==> config.mk <==
export PLATFORM = sky130hd
export DESIGN_NAME = frame_writer
export DESIGN_NICKNAME = d
export VERILOG_FILES = /design/src/frame/frame_writer.sv
export SDC_FILE = /design/constraint.sdc
export NUM_CORES = 1
export LEC_CHECK = 0
export BUFFER_PORTS_ARGS = -buffer_cell sky130_fd_sc_hd__buf_4
export CAP_MARGIN = 20
export CORE_MARGIN = 10
export CORE_UTILIZATION = 54
export DETAILED_ROUTE_END_ITERATION = 12
export PLACE_DENSITY = 0.89
export SLEW_MARGIN = 20
export SYNTH_ARGS = -nofsm -noshare
export SYNTH_HDL_FRONTEND = slang
export SYNTH_SLANG_ARGS = --single-unit
==> constraint.sdc <==
create_clock -name clk_llc -period 2.39 [get_ports clk_llc]
set_input_delay 0.478 -clock clk_llc [delete_from_list [all_inputs] [get_ports clk_llc]]
set_output_delay 0.478 -clock clk_llc [all_outputs]
set_load 0.01 [all_outputs]
==> src/frame/frame_writer.sv <==
//--------------------------------------
// pixel address counter for the class map.
// swaps bank and raises frame_irq at the
// falling edge of vref
//--------------------------------------
`timescale 1ns/1ns

module frame_writer #(
	parameter int IMG_W = 180,
	parameter int IMG_H = 120,
	localparam int ADDR_W = $clog2(IMG_W * IMG_H)
) (
	input  logic              clk_llc,
	input  logic              resetx,
	input  logic              vref,
	input  logic              class_valid,
	output logic              wr_en,
	output logic              wr_bank,
	output logic [ADDR_W-1:0] wr_addr,
	output logic              frame_irq,
	output logic              frame_bank
);

	localparam int PIX_N = IMG_W * IMG_H;
	localparam int CNT_W = $clog2(PIX_N + 1);   // room to hold PIX_N itself

	logic [CNT_W-1:0] pix_cnt;
	logic vref_d;
	logic frame_end;

	assign frame_end = vref_d & ~vref;

	always_ff @(posedge clk_llc or negedge resetx)
		if (!resetx)
		begin
			vref_d     <= 1'b0;
			wr_en      <= 1'b0;
			wr_bank    <= 1'b0;         // first frame into bank 0
			frame_irq  <= 1'b0;
			frame_bank <= 1'b0;
			pix_cnt    <= '0;
		end
		else
		begin
			vref_d    <= vref;
			frame_irq <= frame_end;
			wr_en     <= class_valid && (pix_cnt < CNT_W'(PIX_N));   // drop overflow
			if (frame_end)
			begin
				frame_bank <= wr_bank;   // report the finished bank
				wr_bank    <= ~wr_bank;
				pix_cnt    <= '0;
			end
			else if (class_valid && pix_cnt != CNT_W'(PIX_N))
				pix_cnt <= pix_cnt + 1'b1;  // saturates, no wrap
		end

	always_ff @(posedge clk_llc)
		if (class_valid)
			wr_addr <= pix_cnt[ADDR_W-1:0];

endmodule

==> Word level (Yosys, flattened, before mapping) <==
Index checks and enable logic that the tools add are counted.
W data, S select, Z words.
{ "word_totals": {"out_inout_bits": 19, "word_cells": 18, "reg_bits": 35, "in_bits": 4} }
{ "op_classes": {"bitwise_logic": 3, "n_lt_le_gt_ge": 1, "n_eq_ne": 1, "muxes": 2, "add_sub_neg": 1, "n_reduce_logical": 3} }
{ "ops": {"columns": ["operator", "count"], "rows": [
  ["$mux W15", 2],
  ["$add A15 B1 Y15 const B", 1],
  ["$lt A15 B15 Y1 const B", 1],
  ["$ne A15 B15 Y1 const B", 1],
  ["$logic_and A1 B1 Y1", 2],
  ["$not A1 Y1", 2],
  ["$reduce_bool A2 Y1", 1],
  ["$and A1 B1 Y1", 1]
]} }

==> Longest topological paths before layout <==
{ "logic_depth": {"word_depth": 4, "mapped_depth": 6, "mapped_depth_nobuf": 6} }

==> Worst setup path before layout <==
No wires, ideal clock.
{ "synth_timing": {"kind": "register to register", "start": "reg pix_cnt[1]", "end": "reg pix_cnt[14]", "required_time_ns": 2.313, "period_less_slack_ns": 1.701, "path_stages_with_launch": 6, "setup_time_ns": 0.077, "slack_ns": 0.689, "arrival_time_ns": 1.623, "path_buffers": 0, "cell_sequence": "dfrtp_1 > ha_1 > nand4_1 > or4_4 > or3_1 > a21oi_1"} }
{ "synth_via": {"elab_chain_len": 3, "word_cells_on_any_way": 6, "cone_classes": "add/sub (1); eq/ne (1); mux (2); reduce/logical (2)"} }
{ "synth_rtl": {"columns": ["element", "line_no", "text"], "rows": [
  ["from (decl)", "27", "logic [CNT_W-1:0] pix_cnt;"],
  ["from (signal assigned)", "55", "pix_cnt <= pix_cnt + 1'b1;"],
  ["$add A15 B1 Y15 / $ne A15 B15 Y1 (equally long branches)", "55, 54", null],
  ["$mux W15 / $logic_and A1 B1 Y1 (equally long branches)", "54", "else if (class_valid && pix_cnt != CNT_W'(PIX_N))"],
  ["$mux W15 / $reduce_bool A2 Y1 (equally long branches)", null, null]
]} }
Parallel ways exist; a longest one is shown, timed or not. The select of a mux whose other input is x is not followed.
A chain may end at the register's enable or synchronous reset.

==> Worst setup path after layout <==
Ends and elaborated chain as after synthesis.

==> results_dict.tcl <==
set metrics [dict create \
    coreArea_um2 2522 \
    min_path_type "in -> async" \
    dieArea_um2 5158 \
    cts_resized 0 \
    cts_setup_buffers 0 \
    antenna_cells 0 \
    clk_latency_ns 0.32 \
    post_drt_wl_per_cell_um 17.04 \
    finalWirelength_um 2999 \
    grt_max_degree 22 \
    area_delta_synth_final_pct 17.86 \
    skew_ns 0.008343 \
    ios 23 \
    drc 0 \
    ys_types 24 \
    dr.pass1.iters 4 \
    cts.clk_slew.worst_paths_ns 0.10 \
    layout.nets 151 \
    synthCells 116 \
    io_buffer_count 22 \
    cap_violations 0 \
    fin_hold_ws_ns 0.01345 \
    numCtsBuffers 5 \
    finalMaxSlewViolations 0 \
    fin_crit_ns 1.896 \
    grt_pass1_vias 1026 \
    final_cell_mix "24 x buf_4, 20 x dfrtp_1, 15 x edfxtp_1" \
    synth-seq-area-share 0.6557 \
    cts_buffer_depth 2 \
    grt_pass1_wl_um 4795 \
    rsz0062_at_grt "false" \
    rows 18 \
    total_power_uw 1178 \
    status "complete, no violations" \
    drive_gt1_frac 0.2329 \
    antenna_left 0 \
    track_usage 0.1188 \
    r2r-end "pix_cnt[14]" \
    avgSynthCellArea_um2 12.50 \
    htreeDepth 2 \
    drt_iter0_drc 72 \
    viasPerCell 5.903 \
    required_ns 2.65 \
    crit_type "reg -> reg" \
    syn-num-nets 122 \
    setup_violations 0 \
    finalWeightedCongestion 0.8584 \
    dpl.hpwl_um 2193 \
    yosysWarningCount 0 \
    p_leak_uw 0.0007331 \
    start_kind "flip-flop" \
    syn_area_um2 1450 \
    clockRootBuffer "clkbuf_4" \
    start_util 0.5749 \
    tns_ns 0 \
    crit_path_max_fanout 6 \
    final_common_cell "buf_4" \
    via_count 1039 \
    worstPathArrival_ns 2.15 \
    rr_startpoint "pix_cnt[1]" \
    worst_slew_pin_slew_ns 0.7379 \
    die_x_um 71.82 \
    cts.sinks 35 \
    irDropWorstVdd_mv 0.4796 \
    worstSetupEndpointType "flip-flop" \
    cts_hold_repair.buffers 0 \
    gr-total-overflow 0 \
    die_h_um 71.82 \
    cellPowerDensity_nw_per_um2 689.2 \
    reg2reg_slack_ns 0.49 \
    tritoncts "yes" \
    fmax_ghz 0.5275 \
    synth_top_cell_area_share 0.3451 \
    reg2regPathDepth 5 \
    yosysTopAreaCell "dfrtp_1" \
    synth_area_leaders "dfrtp_1 35%, edfxtp_1 31%, xnor2_1 4.8%, nand4_1 2.6%, nor2_1 2.6%" \
    hold_viol_final 0 \
    fin_crit_sh 0.7932 \
    relSlewSlack 0.5035 \
    grt_antenna_before_repair 0 \
    ys_ff_latch 35 \
]
==> where the power goes <==
part	total, uW	switching, uW	internal [uW]
combinational	169	91.0	77.8
clock	287	173	115
sequential	722	42.6	679
total	1180	306	871
==> logic make-up (layout without fill, tap and decap cells) <==
| kind of cell | Yosys count | in the layout | share of synthesized area |
|---|---|---|---|
| buf+inv | 7 | 37 | 0.01898 |
| xor+xnor | 10 | 10 | 0.06040 |
| compound gates | 16 | 16 | 0.07507 |
| fa+ha+maj | 2 | 2 | 0.01725 |
| flops | 35 | 35 | 0.6557 |
| simple gates | 46 | 46 | 0.1726 |
==> area by class of cell <==
type / count / area [um^2]
sequential: 35 / 950.9
multi-input combinational: 74 / 471.7
tap: 30 / 37.54
timing repair buffer: 24 / 180.2
clock buffer: 7 / 45.04
inverter: 5 / 18.77
clock inverter: 1 / 5.005
fill: 189 / 813.3
==> synthesized netlist by cell type <==
| library cell | number |
|---|---|
| or3_1 | 6 |
| nor3_1 | 3 |
| nand2_1 | 9 |
| or2b_4 | 1 |
| o21ai_0 | 6 |
| a31oi_1 | 1 |
| edfxtp_1 | 15 |
| or4_4 | 1 |
| o41ai_4 | 1 |
| nand2_4 | 1 |
| clkbuf_2 | 1 |
| xor2_1 | 2 |
| nor4_1 | 3 |
| buf_1 | 1 |
| ha_1 | 2 |
| nand4bb_1 | 1 |
| nand4_1 | 6 |
| xnor2_1 | 8 |
| nand3_1 | 5 |
| a21oi_1 | 7 |
| inv_1 | 5 |
| nor2_1 | 10 |
| a41o_1 | 1 |
| dfrtp_1 | 20 |
==> state kept, by name, summed over array words and instances, names as in the netlist <==
register / cells
wr_addr: 15
frame_bank: 1
pix_cnt: 15
frame_irq: 1
wr_bank: 1
wr_en: 1
vref_d: 1
==> metal layers <==
layer	wire length (um)	global-route usage	up-vias
met2	1585	0.2098	56
li1	-	-	477
met1	1088	0.1182	496
met5	0	0	-
met3	248	0.03857	10
met4	76	0.07097	0
==> worst max path at each step <==
stage / startpoint / slack [ns] / depth (start not counted) / endpoint
after floorplan: pix_cnt[1] / 0.69 / 5 / pix_cnt[14]
after global placement: pix_cnt[1] / 0.63 / 5 / pix_cnt[14]
after detailed placement: pix_cnt[1] / 0.55 / 5 / pix_cnt[14]
after CTS: pix_cnt[1] / 0.53 / 5 / pix_cnt[14]
after global routing: pix_cnt[0] / 0.40 / 5 / pix_cnt[14]
final: pix_cnt[1] / 0.49 / 5 / pix_cnt[14]
==> through the flow <==
stage	area, um^2	cells	utilization	worst slack, ns
after floorplan	1450	116	-	0.6894
final	1709	176	0.6776	0.4943
after detailed placement	1659	168	0.6577	0.5489
after CTS	1709	176	0.6776	0.5271
after global placement	1659	168	0.6577	0.6268
after global routing	1709	176	0.6776	0.3952
==> worst max-delay path, stage by stage, from the launching register on <==
cell and delay [ns]:
dfrtp_1 0.43, ha_1 0.23, nand4_1 0.25, or4_4 0.47
or3_1 0.31, a21oi_1 0.14
Note: power is estimated with default switching activity, not from simulation.
