==> src/common/vision_pkg.sv <==
//--------------------------------------
// shared types and constants of the colour
// vision pipeline. modules refer to them by
// scoped names, vision_pkg::name
//--------------------------------------

package vision_pkg;

	localparam int PIX_W = 8;          // channel width, colour and hsv

	// one decoded 4:2:2 sample set for a pixel
	typedef struct packed {
		logic [PIX_W-1:0] y;
		logic [PIX_W-1:0] cb;
		logic [PIX_W-1:0] cr;
	} ycc_t;

	typedef struct packed {
		logic [PIX_W-1:0] r;
		logic [PIX_W-1:0] g;
		logic [PIX_W-1:0] b;
	} rgb_t;

	typedef struct packed {
		logic [PIX_W-1:0] h;            // 0..239
		logic [PIX_W-1:0] s;
		logic [PIX_W-1:0] v;
	} hsv_t;

	// class word, red is the msb
	typedef struct packed {
		logic red;
		logic orange;
		logic yellow;
		logic green;
		logic blue;
		logic black;
	} class_t;

	//--------------------------------------
	// classifier configuration, byte per field
	typedef struct packed {
		logic [7:0] red;
		logic [7:0] orange;
		logic [7:0] yellow;
		logic [7:0] green;
		logic [7:0] blue;
		logic [7:0] hue_tol;
		logic [7:0] s_thres;
		logic [7:0] v_thres;
	} class_cfg_t;

	// ycc to rgb, 8.8 fixed point
	localparam logic [9:0] COEF_Y  = 10'd298;    // 1.164
	localparam logic [9:0] COEF_RV = 10'd409;    // 1.596
	localparam logic [9:0] COEF_GV = 10'd208;    // 0.813
	localparam logic [9:0] COEF_GU = 10'd100;    // 0.392
	localparam logic [9:0] COEF_BU = 10'd516;    // 2.017

	localparam logic [7:0] Y_OFFSET = 8'd16;
	localparam logic [7:0] C_OFFSET = 8'd128;

	localparam logic [7:0] HUE_SECTOR = 8'd40;  // six sectors, circle of 240

	localparam class_cfg_t CFG_RESET = '{
		red: 8'd230, orange: 8'd15, yellow: 8'd40, green: 8'd90, blue: 8'd144,
		hue_tol: 8'd10, s_thres: 8'd96, v_thres: 8'd96
	};

	localparam int CFG_ADDR_W = 3;
	localparam int MASK_W = 16;        // host group mask

endpackage

==> src/color/color_classifier.sv <==
//--------------------------------------
// HSV pixel to six-bit class word against
// the live configuration, one cycle
//--------------------------------------
`timescale 1ns/1ns

module color_classifier (
	input  logic                   clk_llc,
	input  logic                   resetx,
	input  vision_pkg::hsv_t       hsv,
	input  logic                   hsv_valid,
	input  vision_pkg::class_cfg_t cfg,
	output vision_pkg::class_t     cls,
	output logic                   class_valid
);

	logic black, colourful;

	// open window around centre, 8-bit wrapping bounds
	function automatic logic in_window(input logic [7:0] centre, tol, h);
		logic [7:0] lo, hi;
		lo = centre - tol;
		hi = centre + tol;
		return (lo < h) && (h < hi);
	endfunction

	assign black     = hsv.v < cfg.v_thres;
	assign colourful = !black && (hsv.s > cfg.s_thres);

	always_ff @(posedge clk_llc or negedge resetx)
		if (!resetx)
			class_valid <= 1'b0;
		else
			class_valid <= hsv_valid;

	always_ff @(posedge clk_llc)
	begin
		cls.black  <= black;
		cls.red    <= colourful && in_window(cfg.red,    cfg.hue_tol, hsv.h);
		cls.orange <= colourful && in_window(cfg.orange, cfg.hue_tol, hsv.h);
		cls.yellow <= colourful && in_window(cfg.yellow, cfg.hue_tol, hsv.h);
		cls.green  <= colourful && in_window(cfg.green,  cfg.hue_tol, hsv.h);
		cls.blue   <= colourful && in_window(cfg.blue,   cfg.hue_tol, hsv.h);
	end

endmodule

==> config.mk <==
export PLATFORM = sky130hd
export DESIGN_NAME = color_classifier
export DESIGN_NICKNAME = d
export VERILOG_FILES = /design/src/common/vision_pkg.sv /design/src/color/color_classifier.sv
export SDC_FILE = /design/constraint.sdc
export NUM_CORES = 1
export LEC_CHECK = 0
export CAP_MARGIN = 20
export CORE_AREA = 3 3 104 106
export DETAILED_ROUTE_END_ITERATION = 10
export DIE_AREA = 0 0 107 109
export DONT_BUFFER_PORTS = 1
export PLACE_DENSITY = 0.73
export SYNTH_ARGS = -nofsm -noshare
export SYNTH_HDL_FRONTEND = slang
export SYNTH_SLANG_ARGS = --single-unit
==> constraint.sdc <==
create_clock -name clk_llc -period 0.8 [get_ports clk_llc]
set_input_delay 0.04 -clock clk_llc [delete_from_list [all_inputs] [get_ports clk_llc]]
set_output_delay 0.04 -clock clk_llc [all_outputs]
set_load 0.005 [all_outputs]
# Word level (Yosys, flattened, before mapping)
# Cells that the tools add are included.
[op_classes]
n_div = 0
n_eq_ne = 0
n_mux = 0
reduce_logical = 12
bitwise_logic = 0
shift = 0
order_cmp = 12
add_sub_neg = 10
mul = 0
[ops]
columns = ["op", "count"]
rows = [
  ["< comparator 8 bit", 11],
  ["adder 8 bit", 5],
  ["subtractor 8 bit", 5],
  ["logical AND 1 bit", 11],
  ["greater-than comparator 8 bit", 1],
  ["zero test 1 bit", 1],
]
[totals]
latch_bits = 0
word_cells = 41
ramBits = 0
mem_count = 0
output_inout_bits = 7
inputBits = 91
regBits = 7
rom_bits = 0

# Longest topological paths before layout
[depth]
ltp_word = 4
depth_mapped = 14
ltp_nobuf = 14

# Worst setup path after synthesis
# Ideal clock, no wire load.
[synth_path]
kind = "input port to flip-flop"
startpoint = "in cfg[17] in the netlist's numbering"
endpoint = "reg cls[4] in the netlist's numbering"
path_slack_ns = -1.704
arrival_ns = 2.417
setup_ns = 0.087
n_path_buf = 0
t_required_ns = 0.713
path_stages = 11
cell_sequence = "inv_1 > ha_1 > nor2b_1 > o2111ai_1 > nand3_1 > o41ai_1 > xor2_1 > ha_1 > a2111oi_0 > o21ai_0 > nor4b_2"
[synth_via]
elab_chain_cells = 4
word_cells_on_any_way = 6
cone_classes = "add/sub: 2; order compare: 2; reduce/logical: 2"
[synth_rtl]
columns = ["item", "line_no", "text"]
rows = [
  ["from (decl)", "color_classifier.sv:12", "input vision_pkg::class_cfg_t cfg,"],
  ["subtractor 8 bit or adder 8 bit (tied branches)", "color_classifier.sv:22, color_classifier.sv:23", ""],
  ["< comparator 8 bit", "color_classifier.sv:24", "return (lo < h) && (h < hi);"],
  ["logical AND 1 bit *", "color_classifier.sv:24", ""],
  ["logical AND 1 bit *", "color_classifier.sv:40", "cls.orange <= colourful && in_window(cfg.orange, cfg.hue_tol, hsv.h);"],
  ["to (decl)", "color_classifier.sv:13", "output vision_pkg::class_t cls,"],
]
# Mark *: on every way between the ends. The rest lies on a longest branch, timed or not.

# Worst setup path after layout
[layout_path]
startpoint = "in cfg[17] in the netlist's numbering"
endpoint = "reg cls[2] in the netlist's numbering"
[layout_via]
elab_chain_cells = 4
word_cells_on_any_way = 6
cone_classes = "add/sub: 2; order compare: 2; reduce/logical: 2"
[layout_rtl]
columns = ["item", "line_no", "text"]
rows = [
  ["subtractor 8 bit or adder 8 bit (tied branches)", "color_classifier.sv:22, color_classifier.sv:23", ""],
  ["< comparator 8 bit", "color_classifier.sv:24", ""],
  ["logical AND 1 bit *", "color_classifier.sv:24", ""],
  ["logical AND 1 bit *", "color_classifier.sv:42", "cls.green <= colourful && in_window(cfg.green, cfg.hue_tol, hsv.h);"],
]
# Marks and branches as above.

==> results.tsv <==
stage	metric	value	unit
detailed_routing	DRC	0	
synth	Synthesized Nets	883	
synth	Cell Area, Synth	0.00499	mm^2
grt	first-pass GRT wire length	23.7	mm
floorplan	Row Count	36	
setup_path	Req. time, crit path	0.93	ns
worst_hold_path	hold depth	3	
detailed_routing	wire per inst	17.1	um
setup_path	CP startpoint kind	input pin	
timing	Worst Slack Setup Final	-1.50	ns
timing	Setup TNS Final	-7.37	ns
grt	total gr overflow	0	
setup_path	CP arrival	2.43	ns
detailed_routing	Vias/cell	5.56	
floorplan	die height	109	um
cells_and_area	Reg area	145	um^2
placement	final RePlAce weighted congestion	0.875	
grt	GR Util All Layers	25.3	%
synth	EDFF count, synth	0	
clock_network	Clock Sinks	7	
cells_and_area	Cell Count, Final, Fillers Out	880	
worst_hold_path	Hold Path Class	input pin to register	
grt	initial antenna violation count	0	
floorplan	die area	0.0117	mm^2
synth	Mean Syn Cell Area	7.96	um^2
setup_path	Crit. End Element	register	
clock_network	Root Driver	clkbuf_8	
synth	Syn Inst Count	627	
floorplan	Initial Util	50.6	%
floorplan	placeable core region	0.00986	mm^2
cells_and_area	layout cells sized above 1	26.5	%
grt	vias in the first global route	5176	
placement	Post-DP HPWL	12.9	mm
detailed_routing	Via Count	4889	
power	Max VDD drop	0.474	mV
timing	Setup Viol. Count Final	5	
synth	synth unique cells	49	
setup_path	CP Max Fanout	11	
status	status	finished with violations	
detailed_routing	drt total wl	15.0	mm
cells_and_area	fillers	818	
timing	Tmin final	2.30	ns
placement	post-place setup slack	-1.91	ns
cells_and_area	final net count	1004	
timing	maximum clock rate	436	MHz
cells_and_area	area of the multi-input gates	0.00476	mm^2
timing	setup repair after global routing missed its margin	yes	
clock_network	CTS tree	built	
setup_path	critical path class	input pin to register	
synth	Synth Flop Type	dfxtp_1	
synth	ys async rst share	14.3	%
grt	largest net degree at the start of global routing	12	
timing	final hold vios	0	
placement	Buffers on Ports	0	
placement	dpl cells	859	
flow_run	max-capacitance violation count	0	
power	Power Dens Cells	1010	mW/mm^2
cells_and_area	Area Growth Syn to Fin	29.6	%
cells_and_area	final core utilization	65.6	%
detailed_routing	DRT antenna net count	0	
clock_network	number of CTS-inserted buffers	3	
timing	hold slack	0.124	ns
cells_and_area	ANT cells	0	
timing	fin crit share	287	%
synth	yosys warns	0	
synth	Yosys reg bits	7	
status	violated checks	setup timing	
floorplan	Die W	107	um
synth	register area share after synthesis	2.91	%
floorplan	I/O pin cnt	98	
timing	measured slew at the worst slew-check pin	0.382	ns
detailed_routing	drt first-iter violations	236	
timing	slew margin rel.	74.4	%
timing	count of pins over their slew limit	0	
clock_network	CTS H-tree depth	1	
clock_network	CTS Buffer Depth	2	
clock_network	CTS clock-pin slew for the worst setup and hold paths	0.05	ns
power	Leakage	3.25	nW
detailed_routing	drt pass-1 iters	4	
## logic make-up after synthesis
logic type               Yosys count  share of synthesized area, %
adder cells (fa/ha/maj)          165                          42.8
flip-flops                         7                          2.91
buffers and inverters             89                          7.49
AO/OA/AOI/OAI                    157                          21.5
multiplexers                       1                         0.200
XOR/XNOR                          60                          10.7
AND/OR/NAND/NOR                  148                          14.4
## synth_stat cells (6+ instances only)
library cell  instances  share of area [%]
a211oi_1              6               0.90
a21o_1               19                2.9
a21oi_1              52                5.2
buf_2                10                1.0
clkbuf_1              6               0.45
dfxtp_1               6                2.4
fa_1                 10                4.0
ha_1                155                 39
inv_1                67                5.0
nand2_1              32                2.4
nand2b_1             11                1.4
nand3_1              19                1.9
nand4_1               9                1.1
nor2_1               44                3.3
nor2b_1               9                1.1
nor3_1               14                1.4
o211ai_1             10                1.5
o21a_1                7                1.1
o21ai_0              20                2.0
o21bai_1              8                1.2
xnor2_1              39                6.8
xor2_1               20                3.5
## final timing paths
check | endpoint | from
worst max-delay path | cls[2] | cfg[17]
worst min-delay path | cls[2] | hsv[23]
max in group asynchronous | class_valid | resetx
min in group asynchronous | class_valid | resetx
## through the flow
step,power [mW],instance area (um^2)
after floorplan,3.75,5070
after global placement,5.12,6050
after detailed placement,5.41,6050
after CTS,6.34,6390
after global routing,7.17,6470
final,6.52,6470
## registers in the layout, summed over array words and instances (netlist names)
signal,count
cls,6
class_valid,1
## power by group
| part | total, mW | internal, mW | switching [mW] | leakage, nW |
|---|---|---|---|---|
| clock | 0.572 | 0.351 | 0.221 | 0.0228 |
| combinational | 5.54 | 2.84 | 2.70 | 3.16 |
| sequential | 0.415 | 0.388 | 0.0266 | 0.0608 |
| total | 6.52 | 3.58 | 2.95 | 3.25 |
## cell type report
type / count / share of cell area [%]
Multi-Input combinational cell: 531 / 73.5
Timing Repair Buffer: 138 / 16.8
Inverter: 67 / 4.14
Tap cell: 133 / 2.57
Sequential cell: 7 / 2.24
Clock buffer: 4 / 0.696
## worst max-delay path, stage by stage
cell        delay [ns]
clkinvlp_4        0.13
buf_12            0.18
buf_4             0.13
ha_4              0.21
inv_2             0.05
a21oi_2           0.05
o41a_1            0.44
nor2b_2           0.17
xnor2_1           0.12
ha_1              0.31
nand4_1           0.16
a21oi_2           0.23
o21ai_1           0.09
o2111a_1          0.11
## cells in the final DEF, fill, tap and decap left out, drive strengths merged, types with 6 or more instances in the layout
cell / synthesis / layout
nor3: 14 / 14
dfxtp: 6 / 6
o21a: 7 / 7
a211oi: 6 / 6
ha: 155 / 155
nand4: 9 / 9
o21ai: 20 / 20
o211ai: 10 / 10
nand3: 19 / 19
buf: 15 / 135
fa: 10 / 10
a21o: 19 / 19
nor2: 44 / 44
xor2: 20 / 20
nor2b: 10 / 10
nand2b: 11 / 11
xnor2: 40 / 40
nand2: 32 / 32
o21bai: 8 / 8
a21oi: 53 / 53
inv: 67 / 66
## timing repair
| item | in CTS | in global routing |
|---|---|---|
| gates resized for setup | 47 | 13 |
| hold endpoints to repair | 2 | 0 |
| pin swaps | 54 | 18 |
| hold buffers | 3 | 0 |
| setup buffers | 11 | 4 |
| endpoints found under the setup margin | 5 | 5 |
## layer usage
layer / track usage [%] / vias to the layer above / routed length (um)
li1: - / 2458 / -
met1: 27.4 / 2293 / 5950
met2: 50.9 / 114 / 7950
met3: 2.90 / 24 / 760
met4: 7.58 / 0 / 386
met5: 0 / - / 0
(Power assumes the default switching activity.)
