## src/common/vision_pkg.sv

```systemverilog
//--------------------------------------
// shared types and constants of the colour
// vision pipeline. modules refer to them by
// scoped names, vision_pkg::name
//--------------------------------------

package vision_pkg;

	localparam int PIX_W = 8;          // channel width, colour and hsv

	// one decoded 4:2:2 sample set for a pixel
	typedef struct packed {
		logic [PIX_W-1:0] y;
		logic [PIX_W-1:0] cb;
		logic [PIX_W-1:0] cr;
	} ycc_t;

	typedef struct packed {
		logic [PIX_W-1:0] r;
		logic [PIX_W-1:0] g;
		logic [PIX_W-1:0] b;
	} rgb_t;

	typedef struct packed {
		logic [PIX_W-1:0] h;            // 0..239
		logic [PIX_W-1:0] s;
		logic [PIX_W-1:0] v;
	} hsv_t;

	// class word, red is the msb
	typedef struct packed {
		logic red;
		logic orange;
		logic yellow;
		logic green;
		logic blue;
		logic black;
	} class_t;

	//--------------------------------------
	// classifier configuration, byte per field
	typedef struct packed {
		logic [7:0] red;
		logic [7:0] orange;
		logic [7:0] yellow;
		logic [7:0] green;
		logic [7:0] blue;
		logic [7:0] hue_tol;
		logic [7:0] s_thres;
		logic [7:0] v_thres;
	} class_cfg_t;

	// ycc to rgb, 8.8 fixed point
	localparam logic [9:0] COEF_Y  = 10'd298;    // 1.164
	localparam logic [9:0] COEF_RV = 10'd409;    // 1.596
	localparam logic [9:0] COEF_GV = 10'd208;    // 0.813
	localparam logic [9:0] COEF_GU = 10'd100;    // 0.392
	localparam logic [9:0] COEF_BU = 10'd516;    // 2.017

	localparam logic [7:0] Y_OFFSET = 8'd16;
	localparam logic [7:0] C_OFFSET = 8'd128;

	localparam logic [7:0] HUE_SECTOR = 8'd40;  // six sectors, circle of 240

	localparam class_cfg_t CFG_RESET = '{
		red: 8'd230, orange: 8'd15, yellow: 8'd40, green: 8'd90, blue: 8'd144,
		hue_tol: 8'd10, s_thres: 8'd96, v_thres: 8'd96
	};

	localparam int CFG_ADDR_W = 3;
	localparam int MASK_W = 16;        // host group mask

endpackage

```

## src/color/class_config.sv

```systemverilog
//--------------------------------------
// host registers for the classifier. one
// byte per address, cfg_wr strobe writes
//--------------------------------------
`timescale 1ns/1ns

module class_config (
	input  logic                                clk_llc,
	input  logic                                resetx,
	input  logic                                cfg_wr,
	input  logic [vision_pkg::CFG_ADDR_W-1:0]   cfg_addr,
	input  logic [7:0]                          cfg_wdata,
	output vision_pkg::class_cfg_t              cfg
);

	// 0..4 hue centres, 5 tolerance, 6/7 s and v thresholds
	always_ff @(posedge clk_llc or negedge resetx)
		if (!resetx)
			cfg <= vision_pkg::CFG_RESET;
		else if (cfg_wr)
			case (cfg_addr)
				3'd0: cfg.red     <= cfg_wdata;
				3'd1: cfg.orange  <= cfg_wdata;
				3'd2: cfg.yellow  <= cfg_wdata;
				3'd3: cfg.green   <= cfg_wdata;
				3'd4: cfg.blue    <= cfg_wdata;
				3'd5: cfg.hue_tol <= cfg_wdata;
				3'd6: cfg.s_thres <= cfg_wdata;
				default: cfg.v_thres <= cfg_wdata;
			endcase

endmodule

```

## config.mk

```make
export PLATFORM = sky130hd
export DESIGN_NAME = class_config
export DESIGN_NICKNAME = d
export VERILOG_FILES = /design/src/common/vision_pkg.sv /design/src/color/class_config.sv
export SDC_FILE = /design/constraint.sdc
export NUM_CORES = 1
export LEC_CHECK = 0
export BUFFER_PORTS_ARGS = -buffer_cell sky130_fd_sc_hd__buf_2
export CAP_MARGIN = 20
export CELL_PAD_IN_SITES_DETAIL_PLACEMENT = 1
export CELL_PAD_IN_SITES_GLOBAL_PLACEMENT = 1
export CORE_ASPECT_RATIO = 0.5
export CORE_MARGIN = 4
export CORE_UTILIZATION = 44
export DETAILED_ROUTE_END_ITERATION = 8
export MAX_ROUTING_LAYER = met4
export PLACE_DENSITY_LB_ADDON = 0.1
export SLEW_MARGIN = 20
export SYNTH_ARGS = -nofsm -noshare
export SYNTH_HDL_FRONTEND = slang
export SYNTH_SLANG_ARGS = --single-unit
```

## constraint.sdc

```tcl
create_clock -name clk_llc -period 2.4 [get_ports clk_llc]
set_clock_uncertainty 0.2 [all_clocks]
set_input_delay 0 -clock clk_llc [delete_from_list [all_inputs] [get_ports clk_llc]]
set_output_delay 0 -clock clk_llc [all_outputs]
set_load 0.05 [all_outputs]
```

Yosys cells after proc, flatten, opt, wreduce, memory -nomap -nowiden

Cells that the tools add are included.

Memories: 0
Latch bits: 0
Output and inout bits: 64
Word-level logic and storage cells: 25
Bits in read-only memories: 0
Flip-flop bits (word level): 64
Input port bits: 14
Memory bits (writable): 0

Divide/modulo/power cells: 0
Bitwise logic cells: 1
Eq/ne operators: 6
Reduce and logical (&&, ||, !) cells: 10
Muxes and demuxes: 0
$add $sub $neg: 0
Multipliers: 0
Order comparisons: 0
Shifts and indexed selects: 0

Operators by type and width:

| kind                                                            | count |
|---|---|
| 2-bit AND reduction                                             | 8 |
| 3-bit == test, second input constant                            | 3 |
| 7-bit OR reduction                                              | 1 |
| 3-bit by 2-bit == test with 1-bit output, second input constant | 2 |
| 3-bit by 1-bit == test with 1-bit output, second input constant | 1 |
| 3-bit zero test                                                 | 1 |
| 1-bit NOT                                                       | 1 |

Logic depth before layout (Yosys ltp)

Gate-level depths: netlist (run 1).

Word-level depth: 4
Mapped depth: 4
Mapped depth without buffers: 2

Least setup slack after synthesis (run 1)

OpenSTA, ideal clock, no wires.

Path kind: input port to flip-flop
From: in cfg_addr[1] in the netlist's numbering
To: reg cfg[56] in the netlist's numbering
Data arrival time: 0.966 ns
Setup time: 0.125 ns
Data required time: 2.075 ns
Setup slack: 1.109 ns
Buffers on the path: 1
Cell stages on the path: 3
Cells stage by stage: buf_4 nor4b_4 mux2_2

Longest elaborated chain between the ends: 2

RTL lines:

| item                          | RTL line           | source |
|---|---|---|
| from (decl)                   | class_config.sv:11 | `input logic [vision_pkg::CFG_ADDR_W-1:0] cfg_addr,` |
| 3-bit zero test               | class_config.sv:21 | `case (cfg_addr)` |
| 2-bit AND reduction (no line) | -                  |  |
| to (signal assigned)          | class_config.sv:19 | `cfg <= vision_pkg::CFG_RESET;` |
| to (decl)                     | class_config.sv:13 | `output vision_pkg::class_cfg_t cfg` |

No other way between the ends.
A chain may end at the register's enable or synchronous reset.

Worst setup path in the final report (run 1)

From: reg cfg[58] in the netlist's numbering
To: out cfg[58] in the netlist's numbering

No word-level cell between the ends.

==> impl_metrics.csv, run 1 <==
group,metric,value,unit
clock_network,ctsRootBufferMaster,"clkbuf_16",
floorplanning,rows,18,
critical_path,critPathBufInv,1,
critical_path,crit_path_start_kind,"flip-flop",
timing,finalHoldViolCount,0,
placed_design,port_buffers,77,
critical_path,cp-end-kind,"primary output",
yosys,yosysSeqAreaShare,65.7,%
timing,max_slew_margin,49.8,%
outcome,status,"finished clean",
placed_design,dpl.cell_count,288,
yosys,synth.yosys.warnings,0,
floorplanning,core_area,0.00518,mm²
layout,diodes,0,
drt,vias,1626,
yosys,syn_area_per_cell,17.4,µm²
clock_network,htreeDepth,3,
drt,via_per_inst,5.19,
timing,fin_tns_setup,0,ns
layout,fin_nets,252,
global_route,grt_max_degree,34,
timing,worstMarginPinSlew,0.753,ns
yosys,synthCells,143,
power,ir_drop,0.000728,V
drt,finalWirelength,6440,µm
clock_network,clockBufferDepth,2,
critical_path,setup.worst_path.class,"flip-flop to primary output",
critical_path,cp.required,2.20,ns
global_route,grt_pass1_vias,1874,
layout,drive_gt1_share,77.0,%
flow_run,maxCapViolations,0,
timing,hold_ws,0.0442,ns
global_route,grt_pass1_wl,10300,µm
layout,regArea,0.00163,mm²
yosys,syn_area,0.00248,mm²
layout,top_register,"cfg",
placed_design,routabilityCongestion,0.767,
timing,setup-violations-final,0,
global_route,overflow,0,
critical_path,cp_slowest_cell,"dfstp_2",
clock_network,clock-sinks,64,
drt,drt_pre_antenna_iters,4,
global_route,grt_antenna_before_repair,0,
clock_network,clock_latency,0.31,ns
clock_network,cts_tree,"done",
layout,largest_reg_flops,64,
floorplanning,num_io_pins,78,
layout,layout_common_cells,"77 x buf_2, 64 x mux2_2, 41 x dfrtp_1",
placed_design,dpl.hpwl,4280,µm
floorplanning,die_h,61.1,µm
power,power_density,1270,mW/mm²
power,p_leak,1.56,nW
min_path,hp-class,"input port to flip-flop",
floorplanning,start_util,47.9,%
floorplanning,die_w,114,µm
clock_network,clk_pin_slew_worst_paths,0.05,ns
critical_path,crit_chain,"buf_2",
layout,nFillCells,516,
timing,rsz0062_at_grt,"false",
critical_path,critPathMaxFanout,2,
yosys,synth.distinct_cells,10,
drt,first_iter_violations,53,
timing,slew_violations,0,
layout,instances_no_fill,313,
drt,post-route-drc-count,0,
critical_path,worstPathArrival,1.12,ns
clock_network,cts_buffers,9,
critical_path,cpPeakStageDelay,0.54,ns
layout,final_common_cell,"buf_2",
layout,top_regs,"cfg (64)",
timing,fin_crit_sh,54.9,%
critical_path,cpLargestDelayFamily,"flip-flops",
layout,multiInputGateArea,826,µm²
yosys,synth-seq-cells,64,
layout,area.growth.synth_to_final,35.8,%
floorplanning,dieArea,0.00698,mm²
drt,wl_per_cell,20.6,µm
yosys,synth_fp_nets,157,
global_route,grt_use_total,21.1,%
timing,fmax,759,MHz
drt,detail-route-antenna-nets,0,
timing,period_minus_slack,1.32,ns
==> through the flow <==
step / area, µm² / power, mW / util, % / worst slack [ns]
3_5_place_dp: 2980 / 2.98 / 57.5 / 0.817
6_report: 3370 / 4.28 / 65.0 / 1.08
3_3_place_gp: 2980 / 2.94 / 57.5 / 0.807
4_1_cts: 3370 / 4.31 / 65.0 / 1.08
2_1_floorplan: 2480 / 2.61 / - / 1.11
5_1_grt: 3370 / 4.46 / 65.0 / 1.04
==> final cells by class <==
| type | count | share of cell area, % |
|---|---|---|
| Timing Repair Buffer | 91 | 15.6 |
| Tap cell | 70 | 2.60 |
| Clock inverter | 3 | 1.19 |
| Multi-Input combinational cell | 72 | 24.5 |
| Clock buffer | 13 | 7.72 |
| Sequential cell | 64 | 48.4 |
==> cells in the mapped netlist <==
| cell | n | area (µm²) |
|---|---|---|
| buf_2 | 5 | 25.0 |
| buf_4 | 1 | 7.51 |
| buf_6 | 1 | 11.3 |
| dfrtp_1 | 41 | 1030 |
| dfstp_2 | 23 | 604 |
| mux2_2 | 64 | 721 |
| nand4_1 | 1 | 6.26 |
| nand4b_1 | 3 | 26.3 |
| nor4b_4 | 1 | 23.8 |
| nor4bb_1 | 3 | 30.0 |
==> cell families (layout without fill, tap and decap cells) <==
logic type / after synthesis / after routing / synth area share (%)
AND/OR/NAND/NOR: 8 / 8 / 3.48
flip-flops: 64 / 64 / 65.7
buffers and inverters: 7 / 107 / 1.76
multiplexers: 64 / 64 / 29.0
==> metal layers <==
layer	wire length, µm	track usage (%)
met1	2780	24.7
met2	3140	35.4
met3	441	7.65
met4	78	5.92
met5	0	-
==> path summary, 6_finish.rpt <==
path	slack, ns	end	startpoint	cells past startpoint
setup reg to reg	1.39	cfg[42]	cfg[42]	1
min in group asynchronous	0.10	cfg[55]	resetx	2
hold / removal	0.04	cfg[59]	cfg_addr[0]	3
setup / recovery	1.08	cfg[58]	cfg[58]	1
max in group asynchronous	1.19	cfg[19]	resetx	3
hold reg to reg	0.30	cfg[32]	cfg[32]	1
==> power breakdown <==
group          total [mW]  internal, mW  leakage, nW  switching, mW
registers            1.51          1.38        0.734          0.130
clock network        1.30         0.858        0.150          0.446
logic                1.47         0.368        0.674           1.10
total                4.28          2.61         1.56           1.68
==> repair_timing <==
| action | 4_1_cts | 5_1_grt |
|---|---|---|
| buffers inserted | 0 | 0 |
| hold buffers | 9 | 0 |
| resized for setup | 0 | 0 |
| endpoints found under the hold margin | 96 | 0 |
No activity file was read; power rests on OpenSTA's default activity.
==> run 2, diff against run 1 <==
--- a/config.mk
+++ b/config.mk
@@ -5,13 +5,14 @@
 export SDC_FILE = /design/constraint.sdc
 export NUM_CORES = 1
 export LEC_CHECK = 0
+export ABC_AREA = 1
 export BUFFER_PORTS_ARGS = -buffer_cell sky130_fd_sc_hd__buf_2
 export CAP_MARGIN = 20
 export CELL_PAD_IN_SITES_DETAIL_PLACEMENT = 1
 export CELL_PAD_IN_SITES_GLOBAL_PLACEMENT = 1
 export CORE_ASPECT_RATIO = 0.5
 export CORE_MARGIN = 4
-export CORE_UTILIZATION = 44
+export CORE_UTILIZATION = 38
 export DETAILED_ROUTE_END_ITERATION = 8
 export MAX_ROUTING_LAYER = met4
 export PLACE_DENSITY_LB_ADDON = 0.1
==> constraint.sdc (replaced) <==
create_clock -name clk_llc -period 1.25 [get_ports clk_llc]
set_clock_uncertainty 0.2 [all_clocks]
set_input_delay 0 -clock clk_llc [delete_from_list [all_inputs] [get_ports clk_llc]]
set_output_delay 0 -clock clk_llc [all_outputs]
set_load 0.05 [all_outputs]
==> impl_metrics.csv, run 2 <==
group,metric,value,unit
clock_network,clockBufferDepth,2,
drt,vias,2354,
drt,via_per_inst,4.76,
drt,drt_pre_antenna_iters,5,
power,pwr-share-comb,34.9,%
timing,setup-violations-final,0,
critical_path,cp_slowest_cell,"dfstp_2",
timing,worstMarginPinSlew,0.353,ns
layout,fin_nets,413,
power,ir_drop,0.00111,V
floorplanning,die_w,127,µm
floorplanning,rows,21,
layout,utilization,55.0,%
timing,fmax,809,MHz
critical_path,cpPeakStageDelay,0.56,ns
placed_design,dp_worst_setup_slack,0.0535,ns
floorplanning,start_util,39.8,%
clock_network,clock-sinks,64,
yosys,synth_most_common_cell,"nand2_1",
min_path,hp-class,"input port to flip-flop",
layout,stdcell_area,0.00373,mm²
power,p_leak,2.01,nW
critical_path,crit_path_start_kind,"flip-flop",
clock_network,cts_hold_buf,14,
layout,diodes,0,
global_route,grt_pass1_wl,13000,µm
layout,final_common_cell,"nand2_1",
outcome,status,"complete, but fails checks",
global_route,grt_antenna_before_repair,0,
layout,drive_gt1_share,32.5,%
drt,first_iter_violations,79,
yosys,synth_ff_type,"dfrtp_1",
timing,rsz0062_at_grt,"true",
timing,max_slew_margin,76.5,%
yosys,syn_area_per_cell,9.14,µm²
yosys,synth-seq-cells,64,
timing,slew_violations,0,
timing,hold_ws,-0.0295,ns
yosys,syn_area,0.00270,mm²
drt,post-route-drc-count,0,
power,p_clk_share,28.6,%
critical_path,crit_chain,"buf_8",
layout,regArea,0.00163,mm²
floorplanning,dieArea,0.00859,mm²
layout,multiInputGateArea,860,µm²
layout,area.growth.synth_to_final,38.3,%
timing,fin_crit_sh,98.9,%
power,p_seq_share,36.6,%
clock_network,cts_buffers,9,
clock_network,cts_tree,"done",
yosys,synth.yosys.warnings,0,
clock_network,htreeDepth,3,
yosys,synth.distinct_cells,12,
critical_path,setup.worst_path.class,"flip-flop to primary output",
yosys,netlist.area_leader.share,38.0,%
drt,wl_per_cell,16.6,µm
power,power_switching,3.08,mW
layout,layout_common_cells,"173 x nand2_1, 54 x buf_2, 41 x dfrtp_1",
yosys,netlist_top_cells_area,"dfrtp_1 38%, nand2_1 24%, dfstp_2 22%",
power,intPower,4.71,mW
timing,period_minus_slack,1.24,ns
power,power_density,2090,mW/mm²
power,switching_share,39.5,%
outcome,violations,"negative hold slack",
placed_design,routabilityCongestion,0.752,
floorplanning,num_io_pins,78,
clock_network,clock_latency,0.33,ns
layout,top_register,"cfg",
placed_design,port_buffers,77,
critical_path,cpLargestDelayFamily,"flip-flops",
clock_network,clk_pin_slew_worst_paths,0.05,ns
drt,finalWirelength,8220,µm
global_route,grt_use_total,21.0,%
critical_path,cp.required,1.05,ns
global_route,overflow,0,
clock_network,ctsRootBufferMaster,"clkbuf_16",
critical_path,worstPathArrival,1.04,ns
yosys,async_reset_ff_share,100,%
critical_path,critPathMaxFanout,2,
placed_design,postPlaceCellArea,0.00311,mm²
yosys,synth_edf_count,0,
yosys,yosys-top-cells-count,"173 x nand2_1, 41 x dfrtp_1, 32 x nand3_1, 23 x dfstp_2, 8 x bufbuf_8",
yosys,yosysTopAreaCell,"dfrtp_1",
global_route,grt_max_degree,65,
timing,finalHoldViolCount,10,
layout,nFillCells,784,
critical_path,cp-end-kind,"primary output",
timing,fin_tns_setup,0,ns
layout,largest_reg_flops,64,
yosys,synth_fp_nets,309,
floorplanning,core_area,0.00678,mm²
placed_design,dpl.hpwl,5350,µm
global_route,grt_pass1_vias,2510,
yosys,yosysSeqAreaShare,60.4,%
timing,fin_ws,0.0134,ns
floorplanning,die_h,67.6,µm
yosys,synthCells,295,
layout,top_regs,"cfg (64)",
critical_path,critPathBufInv,1,
drt,detail-route-antenna-nets,0,
flow_run,maxCapViolations,0,
[run 2: cell types whose count changed in the layout (fill, tap and decap cells not counted), sizes merged, moves of 3 or more]
cell         change
nor2             +8
nor4bb           -3
nand3           +32
nand4b           -3
inv              +6
buf              +9
nand2          +173
dlygate4sd3      +5
mux2            -64
[run 2: cells by family (layout without fill, tap and decap cells)]
kind of cell | count (synthesis) | count (layout) | share of synthesized area (%)
buf+inv | 18 | 126 | 7.70
flops | 64 | 64 | 60.4
simple gates | 213 | 213 | 31.9
[run 2: path summary, 6_finish.rpt]
check                            startpoint       to  slack, ns  cells past startpoint
worst max-delay path                 cfg[6]   cfg[6]       0.01                      1
worst min-delay path            cfg_addr[2]  cfg[63]      -0.03                      5
worst max register to register      cfg[50]  cfg[50]       0.23                      3
worst min register to register      cfg[45]  cfg[45]       0.27                      2
max in group asynchronous            resetx  cfg[50]       0.50                      3
min in group asynchronous            resetx   cfg[9]       0.02                      3
[run 2: final cells by class]
cell class                 instances  area share, %
clock buffer                      14           6.81
clock inverter                     1          0.134
inverter                           6          0.604
multi-input combinational        213           23.0
sequential                        64           43.7
tap                               92           3.09
timing repair buffer             105           22.6
[run 2: what timing repair did]
item / CTS / global route
pin swaps: 0 / 0
gates resized for setup: 48 / 15
setup endpoints to repair: 23 / 25
buffers inserted: 0 / 3
cloned: 0 / 0
endpoints found under the hold margin: 128 / 2
[run 2: per-stage QoR]
step	std cells	power, mW
after floorplan	295	4.64
after global placement	463	5.19
after detailed placement	463	5.25
after CTS	492	7.77
after global routing	495	8.14
final	495	7.79
[run 2: layer usage]
metal	share of wire (%)	track usage [%]	up-vias
li1	-	-	1118
met1	47	25.9	1176
met2	47	32.8	52
met3	4.6	7.58	8
met4	0.95	6.55	0
met5	0	-	-
[run 2: power by group through the flow]
| stage | combinational, mW | clock, mW | sequential (mW) |
|---|---|---|---|
| floorplan | 0.437 | 0 | 4.20 |
| global placement | 2.39 | 0 | 2.80 |
| detailed placement | 2.43 | 0 | 2.81 |
| CTS | 2.65 | 2.29 | 2.83 |
| global route | 2.87 | 2.37 | 2.89 |
| finish | 2.72 | 2.23 | 2.85 |
